--- config.mk ---
export PLATFORM = sky130hd
export DESIGN_NAME = uart_rx
export DESIGN_NICKNAME = d
export VERILOG_FILES = /design/src/design/ctrl_pkg.sv /design/src/design/uart_rx.sv
export SDC_FILE = /design/constraint.sdc
export NUM_CORES = 1
export LEC_CHECK = 0
export BUFFER_PORTS_ARGS = -buffer_cell sky130_fd_sc_hd__clkbuf_2
export CAP_MARGIN = 20
export CORE_ASPECT_RATIO = 0.75
export CORE_MARGIN = 1
export CORE_UTILIZATION = 55
export DETAILED_ROUTE_END_ITERATION = 7
export HOLD_SLACK_MARGIN = 0.1
export PLACE_DENSITY = 0.76
export SETUP_SLACK_MARGIN = 0.3
export SLEW_MARGIN = 30
export SYNTH_ARGS = -nofsm -noshare
export SYNTH_HDL_FRONTEND = slang
export SYNTH_SLANG_ARGS = --single-unit
--- constraint.sdc ---
create_clock -name clk_in -period 2.71 [get_ports clk_in]
set_input_delay 0.1355 -clock clk_in [delete_from_list [all_inputs] [get_ports clk_in]]
set_output_delay 0.1355 -clock clk_in [all_outputs]
set_load 0.02 [all_outputs]
--- src/design/ctrl_pkg.sv ---
`default_nettype none

package ctrl_pkg;

    localparam int CLKS_PER_BIT = 8;
    localparam int TICK_BITS    = $clog2(CLKS_PER_BIT);

    // sample points inside a bit
    localparam logic [TICK_BITS-1:0] TICK_LAST = TICK_BITS'(CLKS_PER_BIT - 1);
    localparam logic [TICK_BITS-1:0] TICK_HALF = TICK_BITS'(CLKS_PER_BIT / 2 - 1);

    // command bytes
    localparam logic [7:0] CMD_ROW    = 8'h4c;  // 'L'
    localparam logic [7:0] CMD_PLANES = 8'h54;  // 'T'
    localparam logic [7:0] CMD_RGB    = 8'h45;  // 'E'

endpackage

`default_nettype wire

--- src/design/uart_rx.sv ---
`default_nettype none

module uart_rx (
    input  wire        clk_in,
    input  wire        rst,
    input  wire        serial_in,
    output logic [7:0] rx_data,
    output logic       rx_valid
);

    typedef enum logic [1:0] {IDLE, START, DATA, STOP} rx_state_t;

    rx_state_t                      state;
    logic [2:0]                     sync;     // [1] synced line, [2] its last value
    logic [ctrl_pkg::TICK_BITS-1:0] tick;
    logic [2:0]                     bit_idx;
    logic [7:0]                     shift;
    logic                           line;

    assign line = sync[1];

    always_ff @(posedge clk_in) begin
        if (rst) begin
            sync <= '1;  // idle line is high
        end else begin
            sync <= {sync[1:0], serial_in};
        end
    end

    always_ff @(posedge clk_in) begin
        rx_valid <= 1'b0;
        if (rst) begin
            state   <= IDLE;
            tick    <= '0;
            bit_idx <= '0;
        end else begin
            case (state)
                IDLE: begin
                    if (sync[2] && !line) begin  // falling start edge
                        state <= START;
                        tick  <= '0;
                    end
                end
                START: begin
                    if (tick == ctrl_pkg::TICK_HALF) begin
                        tick    <= '0;
                        bit_idx <= '0;
                        state   <= line ? IDLE : DATA;  // glitch, not a start bit
                    end else begin
                        tick <= tick + 1'b1;
                    end
                end
                DATA: begin
                    if (tick == ctrl_pkg::TICK_LAST) begin
                        tick    <= '0;
                        shift   <= {line, shift[7:1]};  // lsb first
                        bit_idx <= bit_idx + 1'b1;
                        if (bit_idx == 3'd7) begin
                            state <= STOP;
                        end
                    end else begin
                        tick <= tick + 1'b1;
                    end
                end
                STOP: begin
                    if (tick == ctrl_pkg::TICK_LAST) begin
                        state <= IDLE;
                        if (line) begin  // framing error drops the byte
                            rx_valid <= 1'b1;
                            rx_data  <= shift;
                        end
                    end else begin
                        tick <= tick + 1'b1;
                    end
                end
                default: state <= IDLE;
            endcase
        end
    end

endmodule

`default_nettype wire

Word level (Yosys, flattened, before mapping)
Cells that the tools add are included.

storage, ports and cells
  output and inout bits = 9
  bits in latches = 0
  memory bits (read-only) = 0
  memories = 0
  bits in writable memories = 0
  input bits = 3
  register bits = 28
  word-level logic and storage cells = 50

cells by class
  eq/ne operators = 12
  multiplexer cells = 16
  shift operators = 0
  bitwise operators = 3
  $lt $le $gt $ge = 0
  div/mod/pow operators = 0
  reduce and logical (&&, ||, !) cells = 10
  multiply operators = 0
  add/sub/neg operators = 2

operators by type and width
  cell                                            number
  two-way mux 3 bit                               6
  two-way mux 2 bit                               6
  inequality test 2 bit (second input constant)   6
  case mux 3 bit (4 select lines)                 1
  case mux 2 bit (4 select lines)                 1
  adder 3 x 1 -> 3 bit (second input constant)    2
  == test 3 bit (second input constant)           2
  case mux 3 bit (2 select lines)                 1
  AND reduction 3 bit                             2
  AND reduction 5 bit                             1
  == test 2 bit (second input constant)           2
  AND reduction 4 bit                             1
  == test 3 x 2 -> 1 bit (second input constant)  1
  NOT 1 bit                                       3
  OR reduction 3 bit                              1
  == test 2 x 1 -> 1 bit (second input constant)  1
  zero test 2 bit                                 1
  AND reduction 2 bit                             1
  nonzero test 2 bit                              1
  logical AND 1 bit                               1
  zero test 1 bit                                 1
  two-way mux 1 bit                               1

Longest topological paths before layout
Gate-level depths: netlist of run 1.

  word-level depth = 4
  gate-level depth with buffers = 7
  gate-level depth less buffers = 7

Least setup slack after synthesis of run 1
Ideal clock, no wire load.

  kind = register -> register
  start point = reg tick[0] in the netlist's numbering
  end point = reg rx_data[0], enable pin
  required time = 2315 ps
  data arrival time = 1657 ps
  clock period less this slack = 2051 ps
  cell stages (with the launch flop) = 4
  path buffers = 0
  path slack = 659 ps
  setup time = 395 ps
  cell sequence = dfxtp_1 ha_1 nand3_1 nor4_1

between the ends
  cells in the longest elaborated chain, start to end = 2

ends and longest elaborated chain
  what                           line           source
  start, declared                uart_rx.sv:15  logic [ctrl_pkg::TICK_BITS-1:0] tick;
  start signal, assigned         uart_rx.sv:50  tick <= tick + 1'b1;
  start signal, assigned         uart_rx.sv:62  tick <= tick + 1'b1;
  start signal, assigned         uart_rx.sv:73  tick <= tick + 1'b1;
  == test 3 bit                  uart_rx.sv:66  if (tick == ctrl_pkg::TICK_LAST) begin
  AND reduction 4 bit (no line)  n/a
  end signal, assigned           uart_rx.sv:70  rx_data <= shift;
  end, declared                  uart_rx.sv:7   output logic [7:0] rx_data,

Every way passes these cells.
A chain may end at the register's enable or synchronous reset.

Worst setup path after layout of run 1
Same ends and word-level chain as after synthesis.

==> results of run 1 <==
==> per-layer routing <==
layer,vias to the layer above,track usage (%),share of wire [%]
li1,330,-,-
met1,291,20.52,50
met2,9,26.56,44
met3,5,7.955,4.1
met4,0,7.895,1.5
met5,-,0,0
==> cells in the mapped netlist, types with 2 or more instances <==
| cell type | n |
|---|---|
| ha_1 | 5 |
| a31oi_1 | 2 |
| o21ai_0 | 3 |
| or2_2 | 3 |
| nor4_1 | 3 |
| a22o_1 | 2 |
| nand2_1 | 5 |
| buf_6 | 2 |
| dfxtp_1 | 12 |
| nor3_1 | 2 |
| a21oi_1 | 5 |
| nor2_1 | 5 |
| edfxtp_1 | 16 |
| inv_1 | 4 |
==> through the flow <==
stage               setup WS, ns  util (%)  area, µm²  cells
floorplan                 0.6586         -       1084     81
global placement           1.143     64.34       1151    113
detailed placement         1.072     64.34       1151    113
CTS                        1.063     66.36       1187    118
global route              0.9326     66.36       1187    118
finish                     1.025     66.36       1187    118
==> final cells by class <==
type / count / share of cell area [%]
sequential: 28 / 60.70
clock buffer: 3 / 1.897
timing repair buffer: 14 / 6.744
multi-input combinational: 46 / 26.77
tap: 22 / 2.318
clock inverter: 1 / 0.3161
inverter: 4 / 1.264
==> cell families after synthesis <==
family                   share of synthesized area [%]
adder cells (fa/ha/maj)                          5.774
AO/OA/AOI/OAI                                    10.16
flip-flops                                       66.51
AND/OR/NAND/NOR                                  12.01
buffers and inverters                            4.157
multiplexers                                     1.385
==> worst max-delay path, delay by kind of cell (launching register included) <==
| kind | cells | cell delay (ns) |
|---|---|---|
| adder cells (fa/ha/maj) | 1 | 0.32 |
| buffers and inverters | 1 | 0.22 |
| flip-flops | 1 | 0.42 |
| AND/OR/NAND/NOR | 2 | 0.44 |
==> state kept, by name, summed over array words and instances (netlist names), named ones only <==
name and cells:
sync 3, shift 8, tick 3, state 1, rx_data 8, rx_valid 1, bit_idx 3
==> report_power, final <==
part / switching, µW / internal (µW) / total, µW
sequential: 3.04 / 447 / 450
clock: 107 / 53.9 / 161
combinational: 7.39 / 6.86 / 14.3
total: 117 / 508 / 625
==> worst max path at each step <==
stage | slack, ns | from | endpoint
global route | 0.93 | tick[0] | rx_data[3]
global placement | 1.14 | tick[0] | rx_data[5]
finish | 1.03 | tick[0] | rx_data[0]
floorplan | 0.66 | tick[0] | rx_data[0]
detailed placement | 1.07 | tick[0] | rx_data[6]
CTS | 1.06 | tick[0] | rx_data[5]
==> what timing repair did <==
item	4_1_cts	5_1_grt
hold buffers	1	0
endpoints found under the hold margin	1	0
gates resized for setup	0	0
==> run_results.csv, run 1 <==
group,metric,value,unit
final_layout,layout-drive-gt1-share,23.96,%
final_layout,final_common_cell,"edfxtp_1",
min_path,hold_start,"rst",
final_layout,fillCellCount,149,
sta,fmax,0.5935,GHz
final_layout,nets,105,
sta,hold_violations,0,
yosys,ys_top_cells_by_area,"edfxtp_1, dfxtp_1, ha_1",
yosys,syn-num-nets,89,
worst_setup_path,path_cells,"ha_1 -> nand3_1 -> nor4_1 -> buf_4",
clock_network,cts_tree,"done",
floorplanning,die_area,2153,µm²
clock_network,root_buffer,"clkbuf_4",
min_path,hold_end,"tick[2]",
yosys,synth_area,1084,µm²
final_layout,layout_common_cells,"edfxtp_1, dfxtp_1, clkbuf_2",
worst_setup_path,crit_path_end_kind,"flip-flop",
routing,dr_total_vias,635,
clock_network,cts.sinks,28,
yosys,async_flop_share,0,%
worst_setup_path,start_kind,"flip-flop",
yosys,ys.flop_type,"edfxtp_1",
sta,setup_viol,0,
yosys,netlist_instances,81,
floorplanning,pin_count,12,
power_and_ir_drop,leakage,0.0004508,µW
clock_network,htreeDepth,1,
sta,fin_crit_sh,62.17,%
final_layout,multi_input_area,317.8,µm²
yosys,synthDominantCellAreaShare,44.34,%
flow_run,drv_cap,0,
floorplanning,die_h,40.44,µm
grt,grt_max_degree,16,
floorplanning,start_util,60.56,%
routing,antenna_left,0,
placement,port_buffers,11,
sta,final_max_slew_viol_count,0,
grt,globalRoute.totalOverflow,0,
clock_network,cts_setup_buffers,0,
grt,grt_usage,17.14,%
clock_network,path_clk_slew,0.13,ns
min_path,hold_class,"input pin to flip-flop",
floorplanning,placementRows,13,
worst_setup_path,worstPathRequired,2.75,ns
clock_network,clockBufferDepth,2,
sta,max-slew-margin-rel,70.20,%
final_layout,antenna_cells,0,
grt,grt_antenna_before_repair,0,
placement,routabilityCongestion,0.8756,
yosys,yosysTopAreaCell,"edfxtp_1",
yosys,ys_seq_elements,28,
routing,drtIter0Drc,17,
sta,final.min_clock_period,1.685,ns
worst_setup_path,cp.arrival,1.72,ns
worst_setup_path,rr_worst_depth,4,
routing,drtPass1Iterations,4,
power_and_ir_drop,powerDensity,526.4,nW/µm²
worst_setup_path,critical_path_peak_fanout,8,
min_path,worstHoldPathCells,2,
floorplanning,die_w,53.25,µm
sta,rsz0062_at_grt,"no",
clock_network,cts_made_buffers,3,
yosys,synth-edff-count,16,
worst_setup_path,crit_type,"flip-flop to flip-flop",
yosys,yosysWarnings,0,
grt,grt_pass1_wl,2318,µm
clock_network,clk_latency,0.32,ns
worst_setup_path,timing.rr.end,"rx_data[0]",
routing,wire_per_inst,13.25,µm
worst_setup_path,cp_slowest_stage_delay,0.42,ns
floorplanning,core,1789,µm²
worst_setup_path,slowest_stage,"dfxtp_1",
sta,tightest_slew,0.4463,ns
power_and_ir_drop,irDropWorstVdd,410.4,µV
grt,grt_pass1_vias,517,
final_layout,seq_area,720.7,µm²
power_and_ir_drop,design_power_total,625.0,µW
yosys,synth_cell_type_count,26,
final_layout,synthToLayoutAreaGrowth,9.584,%
routing,wl,1563,µm
sta,tns,0,ns
sta,finalClockSkew,0.006782,ns
placement,dp_hpwl,1125,µm
sta,hold_ws,0.1528,ns
worst_setup_path,worstReg2RegStart,"tick[0]",
yosys,yosysSeqAreaShare,66.51,%
routing,drc,0,
yosys,syn_avg_cell_area,13.38,µm²
worst_setup_path,rrSetupSlack,1.03,ns
routing,viasPerCell,5.381,
outcome,status,"completed",
Note: power is estimated with default switching activity, not from simulation.
==> inputs of run 2 (changes only) <==
--- a/config.mk
+++ b/config.mk
@@ -5,6 +5,7 @@
 export SDC_FILE = /design/constraint.sdc
 export NUM_CORES = 1
 export LEC_CHECK = 0
+export ABC_AREA = 1
 export BUFFER_PORTS_ARGS = -buffer_cell sky130_fd_sc_hd__clkbuf_2
 export CAP_MARGIN = 20
 export CORE_ASPECT_RATIO = 0.75
@@ -12,7 +13,7 @@
 export CORE_UTILIZATION = 55
 export DETAILED_ROUTE_END_ITERATION = 7
 export HOLD_SLACK_MARGIN = 0.1
-export PLACE_DENSITY = 0.76
+export PLACE_DENSITY = 0.75
 export SETUP_SLACK_MARGIN = 0.3
 export SLEW_MARGIN = 30
 export SYNTH_ARGS = -nofsm -noshare
==> constraint.sdc (replaced) <==
create_clock -name clk_in -period 1.6 [get_ports clk_in]
set_input_delay 0.08 -clock clk_in [delete_from_list [all_inputs] [get_ports clk_in]]
set_output_delay 0.08 -clock clk_in [all_outputs]
set_load 0.02 [all_outputs]
==> run 2 against run 1 <==
Compared with the run above: critical path depth is 2 higher; sequential cell count stayed put; die area is 1.4% higher.
==> run_results.csv, run 2 <==
group,metric,value,unit
grt,grt_max_degree,17,
routing,antenna_left,0,
placement,port_buffers,11,
floorplanning,pin_count,12,
grt,grt-busiest-layer,"met2",
worst_setup_path,start_kind,"flip-flop",
power_and_ir_drop,p_seq_share,59.3,%
worst_setup_path,cp_slowest_stage_delay,0.41,ns
routing,drc,0,
final_layout,layout-drive-gt1-share,40.00,%
routing,drtIter0Drc,38,
clock_network,clockBufferDepth,2,
sta,final.min_clock_period,1.341,ns
sta,tns,0,ns
yosys,synth_area,1100,µm²
routing,viasPerCell,5.164,
routing,wl,2192,µm
power_and_ir_drop,irDropWorstVdd,945.6,µV
grt,grt_pass1_vias,743,
power_and_ir_drop,powerDensity,923.6,nW/µm²
yosys,ys_top_cells_by_area,"edfxtp_1, dfxtp_1, nand2_1",
clock_network,cts_made_buffers,3,
yosys,synthTopCellsByCount,"nand2_1, nor2_1, edfxtp_1, dfxtp_1, inv_1",
worst_setup_path,rr_worst_depth,6,
sta,rsz0062_at_grt,"yes",
sta,finalClockSkew,0.01154,ns
clock_network,clk_latency,0.32,ns
floorplanning,die_w,53.64,µm
power_and_ir_drop,clkPwrFrac,34.1,%
worst_setup_path,cp.arrival,1.39,ns
placement,pre_cts_ws,0.1277,ns
sta,hold_violations,0,
routing,wire_per_inst,14.42,µm
clock_network,path_clk_slew,0.15,ns
power_and_ir_drop,power_frac_comb,6.7,%
floorplanning,core,1805,µm²
worst_setup_path,crit_type,"flip-flop to flip-flop",
power_and_ir_drop,swShare,20.30,%
grt,grtUsageMet2,40.94,%
grt,met3_usage,8.889,%
yosys,synth.most_common_cell,"nand2_1",
worst_setup_path,path_cells,"ha_4 -> nand2_4 -> inv_4 -> nand2_4 -> nor3_4 -> buf_12",
worst_setup_path,crit_top_cell,"nand2_4",
yosys,synth_cell_type_count,17,
routing,drtPass1Iterations,4,
power_and_ir_drop,intPower,1053,µW
worst_setup_path,worstReg2RegStart,"tick[0]",
worst_setup_path,crit_path_end_kind,"flip-flop",
yosys,synth-edff-count,16,
worst_setup_path,rrSetupSlack,0.26,ns
final_layout,final_common_cell,"nand2_1",
min_path,hold_start,"rst",
yosys,async_flop_share,0,%
sta,fmax,0.7459,GHz
worst_setup_path,worstPathRequired,1.65,ns
final_layout,largestRegisters,"rx_data (8), shift (8)",
power_and_ir_drop,leakage,0.0006063,µW
power_and_ir_drop,design_power_total,1321,µW
min_path,hold_end,"sync[0]",
final_layout,nets,139,
yosys,syn-num-nets,115,
worst_setup_path,slowest_stage,"dfxtp_4",
sta,final_max_slew_viol_count,0,
floorplanning,die_area,2184,µm²
yosys,syn_avg_cell_area,10.28,µm²
flow_run,drv_cap,0,
grt,grt_usage,24.15,%
final_layout,fillCellCount,113,
grt,grt_pass1_wl,3360,µm
sta,max-slew-margin-rel,82.25,%
yosys,yosysWarnings,0,
yosys,ys.flop_type,"edfxtp_1",
grt,globalRoute.totalOverflow,0,
min_path,hold_class,"input pin to flip-flop",
clock_network,cts.sinks,28,
grt,grt_antenna_before_repair,0,
yosys,yosysTopAreaCell,"edfxtp_1",
yosys,yosysSeqAreaShare,65.53,%
yosys,netlist_instances,107,
clock_network,root_buffer,"clkbuf_4",
final_layout,synthToLayoutAreaGrowth,30.03,%
worst_setup_path,timing.rr.end,"rx_data[6]",
min_path,worstHoldPathCells,2,
floorplanning,die_h,40.73,µm
final_layout,layout_common_cells,"nand2_1, edfxtp_1, nor2_1",
final_layout,antenna_cells,0,
yosys,synthDominantCellAreaShare,43.69,%
outcome,status,"completed",
sta,fin_crit_sh,83.79,%
sta,setup_viol,0,
routing,dr_total_vias,785,
placement,dp_hpwl,1317,µm
sta,tightest_slew,0.2656,ns
clock_network,htreeDepth,1,
clock_network,cts_tree,"done",
worst_setup_path,cp_num_buf_inv,2,
floorplanning,start_util,60.91,%
yosys,ys_seq_elements,28,
worst_setup_path,crit_family,"flip-flops",
floorplanning,placementRows,13,
worst_setup_path,critical_path_peak_fanout,8,
power_and_ir_drop,p_sw,268.1,µW
sta,setup_slack,0.2593,ns
grt,met1_usage,29.04,%
placement,routabilityCongestion,0.8820,
==> run 2: cell types whose count changed in the layout (fill, tap and decap cells not counted), sizes merged, moves of 2 or more <==
cell   change
buf        +4
nand2     +21
a21oi      -2
a31oi      -2
nor4       -3
and3       -2
a22o       -2
nor2      +14
nand3      +4
inv        +8
==> run 2: stage by stage <==
step	instance area (µm²)	util (%)	std cells	hold WS [ns]
after global routing	1430	79.21	152	0.1234
after detailed placement	1224	67.78	140	0.2668
after floorplan	1141	-	107	0.1417
after global placement	1224	67.78	140	0.2652
after CTS	1376	76.23	152	0.1017
final	1430	79.21	152	0.1347
==> run 2: area by class of cell <==
class | count | area [µm²] | area share [%]
flip-flops and latches | 28 | 732.0 | 51.18
multi-input cells | 66 | 430.4 | 30.10
inverters | 13 | 51.30 | 3.587
well taps | 22 | 27.53 | 1.925
clock buffers | 3 | 22.52 | 1.575
repair buffers | 19 | 136.4 | 9.536
clock inverters | 1 | 30.03 | 2.100
==> run 2: cells by family after synthesis <==
| group | after synthesis | share of synthesized area [%] |
|---|---|---|
| buffers and inverters | 13 | 4.436 |
| AO/OA/AOI/OAI | 6 | 2.730 |
| adder cells (fa/ha/maj) | 5 | 5.688 |
| flip-flops | 28 | 65.53 |
| AND/OR/NAND/NOR | 55 | 21.61 |
==> run 2: timing repair <==
| item | in CTS | in global routing |
|---|---|---|
| endpoints found under the setup margin | 17 | 21 |
| hold endpoints to repair | 4 | 0 |
| buffers inserted | 6 | 0 |
| pin swaps | 5 | 8 |
| gates resized for setup | 8 | 15 |
| hold buffers | 2 | 0 |
==> run 2: routing by layer <==
metal	routed length, µm	share of wire, %
met5	0	0
met4	36	1.6
met3	71	3.2
met2	1079	49
met1	1004	46
==> run 2: worst max path at each step <==
stage / start / to / slack, ns / cells past startpoint
detailed placement: tick[0] / rx_data[5] / 0.13 / 5
floorplan: tick[0] / rx_data[0] / 0.26 / 5
global route: tick[0] / rx_data[6] / 0.23 / 6
global placement: tick[0] / rx_data[7] / 0.17 / 5
finish: tick[0] / rx_data[6] / 0.26 / 6
CTS: tick[0] / tick[2] / 0.28 / 8
==> run 2: power groups by stage <==
stage	logic [µW]	registers [µW]	clock network, µW
detailed placement	66.4	796	0
global placement	66.1	795	0
CTS	81.2	780	461
finish	87.9	783	450
floorplan	49.1	794	0
global route	99.5	785	485
==> run 2: worst reg2reg max path: cells and delay by family (launching register included) <==
kind,cells,cell delay (ns)
adder cells (fa/ha/maj),1,0.15
buffers and inverters,2,0.24
flip-flops,1,0.41
AND/OR/NAND/NOR,3,0.26
==> inputs of run 3 (changes only) <==
--- a/config.mk
+++ b/config.mk
@@ -5,15 +5,15 @@
 export SDC_FILE = /design/constraint.sdc
 export NUM_CORES = 1
 export LEC_CHECK = 0
-export ABC_AREA = 1
+export ABC_AREA = 0
 export BUFFER_PORTS_ARGS = -buffer_cell sky130_fd_sc_hd__clkbuf_2
 export CAP_MARGIN = 20
 export CORE_ASPECT_RATIO = 0.75
 export CORE_MARGIN = 1
-export CORE_UTILIZATION = 55
+export CORE_UTILIZATION = 49
 export DETAILED_ROUTE_END_ITERATION = 7
 export HOLD_SLACK_MARGIN = 0.1
-export PLACE_DENSITY = 0.75
+export PLACE_DENSITY = 0.71
 export SETUP_SLACK_MARGIN = 0.3
 export SLEW_MARGIN = 30
 export SYNTH_ARGS = -nofsm -noshare
==> constraint.sdc (replaced) <==
create_clock -name clk_in -period 1.2 [get_ports clk_in]
set_input_delay 0.06 -clock clk_in [delete_from_list [all_inputs] [get_ports clk_in]]
set_output_delay 0.06 -clock clk_in [all_outputs]
set_load 0.02 [all_outputs]
==> run 3 against run 2 <==
Compared with the run above: the flow now finishes with violations (negative setup slack); combinational power fell by 33%; sequential cell count did not move; hold slack gained 0.0010 ns; final cell count shrank 9.2%; clock skew is essentially flat; clock power increased by 37%; wire length shrank 0.73%; largest cell class unchanged; highest routed layer unchanged.
==> run_results.csv, run 3 (same netlist as run 1, synthesis figures left out) <==
group,metric,value,unit
outcome,status,"finished with violations",
outcome,violations,"negative setup slack",
floorplanning,start_util,52.87,%
power_and_ir_drop,design_power_total,1685,µW
floorplanning,placementRows,14,
routing,wl,2176,µm
sta,tightest_slew,0.3677,ns
floorplanning,pin_count,12,
clock_network,cts_made_buffers,3,
sta,final.min_clock_period,1.384,ns
grt,globalRoute.totalOverflow,0,
placement,port_buffers,11,
sta,final_max_slew_viol_count,0,
clock_network,cts.sinks,28,
sta,hold_ws,0.1357,ns
final_layout,layout_common_cells,"buf_4, edfxtp_1, dfxtp_1, clkbuf_8, nand2_1",
worst_setup_path,timing.rr.end,"tick[0]",
grt,grt_pass1_wl,3484,µm
final_layout,nets,123,
worst_setup_path,start_kind,"flip-flop",
clock_network,clk_latency,0.33,ns
routing,dr_total_vias,754,
min_path,hold_class,"input pin to flip-flop",
floorplanning,die_w,56.30,µm
clock_network,path_clk_slew,0.15,ns
grt,grt_max_degree,17,
sta,max-slew-margin-rel,75.48,%
sta,finalClockSkew,0.01187,ns
routing,antenna_left,0,
clock_network,root_buffer,"clkbuf_4",
final_layout,largestRegisters,"rx_data (8), shift (8)",
worst_setup_path,cp.arrival,1.62,ns
clock_network,htreeDepth,1,
placement,routabilityCongestion,0.7799,
final_layout,instances_no_fill,138,
sta,setup_slack,-0.1841,ns
final_layout,final_common_cell,"buf_4",
worst_setup_path,endpoint,"tick[0]",
sta,rsz0062_at_grt,"yes",
sta,hold_violations,0,
power_and_ir_drop,leakage,0.0005968,µW
final_layout,synthToLayoutAreaGrowth,42.96,%
final_layout,antenna_cells,0,
routing,drtIter0Drc,15,
final_layout,layout-drive-gt1-share,48.25,%
worst_setup_path,rr_worst_depth,5,
worst_setup_path,crit_path_end_kind,"flip-flop",
grt,grt_antenna_before_repair,0,
worst_setup_path,critical_path_peak_fanout,5,
flow_run,drv_cap,0,
placement,dp_hpwl,1351,µm
clock_network,cts_tree,"done",
grt,grt_pass1_vias,743,
routing,drc,0,
worst_setup_path,startpoint,"tick[1]",
routing,drtPass1Iterations,4,
worst_setup_path,worstPathRequired,1.43,ns
floorplanning,die_h,42.73,µm
min_path,worstHoldPathCells,2,
routing,wire_per_inst,15.77,µm
floorplanning,die_area,2405,µm²
clock_network,clockBufferDepth,2,
worst_setup_path,worstReg2RegStart,"tick[1]",
grt,grt_usage,20.26,%
worst_setup_path,crit_type,"flip-flop to flip-flop",
final_layout,fillCellCount,135,
worst_setup_path,rrSetupSlack,-0.18,ns
routing,viasPerCell,5.464,
sta,setup_viol,23,
floorplanning,core,2049,µm²
sta,fin_crit_sh,115.3,%
sta,fmax,0.7225,GHz
placement,place_inst,129,
power_and_ir_drop,powerDensity,1088,nW/µm²
power_and_ir_drop,irDropWorstVdd,1269,µV
[run 3: cell count changes in the layout (fill, tap and decap cells not counted), sizes merged, moves of 2 or more]
| cell | before | now |
|---|---|---|
| a31oi | 0 | 2 |
| nand3 | 5 | 1 |
| a21oi | 3 | 5 |
| nand2 | 26 | 5 |
| buf | 6 | 21 |
| a22o | 0 | 2 |
| nor2 | 19 | 5 |
| and3 | 0 | 2 |
| nor4 | 0 | 3 |
| inv | 12 | 4 |
[run 3: stage by stage]
step	worst slack, ns	instance area (µm²)	utilization, %	TNS (ns)
2_1_floorplan	-0.2334	1142	-	-2.481
3_3_place_gp	-0.1352	1330	64.90	-1.604
3_5_place_dp	-0.1767	1330	64.90	-2.429
4_1_cts	-0.1813	1498	73.08	-2.500
5_1_grt	-0.2184	1549	75.58	-3.289
6_report	-0.1841	1549	75.58	-2.215
[run 3: cell type report]
class | count | area, µm² | area share (%)
Inverter | 4 | 15.01 | 0.9693
Sequential cell | 28 | 730.7 | 47.17
Clock inverter | 1 | 30.03 | 1.939
Multi-Input combinational cell | 46 | 409.1 | 26.41
Clock buffer | 3 | 22.52 | 1.454
Tap cell | 24 | 30.03 | 1.939
Timing Repair Buffer | 32 | 311.5 | 20.11
[run 3: report_power, final]
group          leakage, µW  switching, µW  total, µW  internal (µW)
clock            0.0000279            279        617            338
combinational     0.000325           31.6       58.6           27.0
sequential        0.000244           4.02       1010           1010
total             0.000597            314       1690           1370
[run 3: worst max-delay path, stage by stage, from the launching register on]
cell	delay, ns
dfxtp_4	0.39
ha_4	0.18
and3_4	0.18
a22oi_2	0.20
nor2_2	0.06
mux2_4	0.26
[run 3: repair_timing]
item	CTS	global route
setup buffers	3	1
pin swaps	5	8
gates resized for setup	19	14
hold buffers	1	0
endpoints found under the setup margin	33	34
hold endpoints to repair	1	0
[run 3: layer usage]
layer | up-vias | track usage (%) | routed length (µm) | part of all wire, %
met3 | 5 | 7.012 | 87 | 4.0
met1 | 364 | 24.64 | 964 | 44
met4 | 0 | 9.268 | 33 | 1.5
li1 | 366 | - | - | -
met5 | - | 0 | 0 | 0
met2 | 19 | 32.86 | 1091 | 50
[run 3: worst min-delay path by stage]
stage               startpoint       to
finish                     rst  tick[2]
global route               rst  tick[2]
CTS                        rst  tick[2]
detailed placement   serial_in  sync[0]
global placement     serial_in  sync[0]
floorplan            serial_in  sync[0]
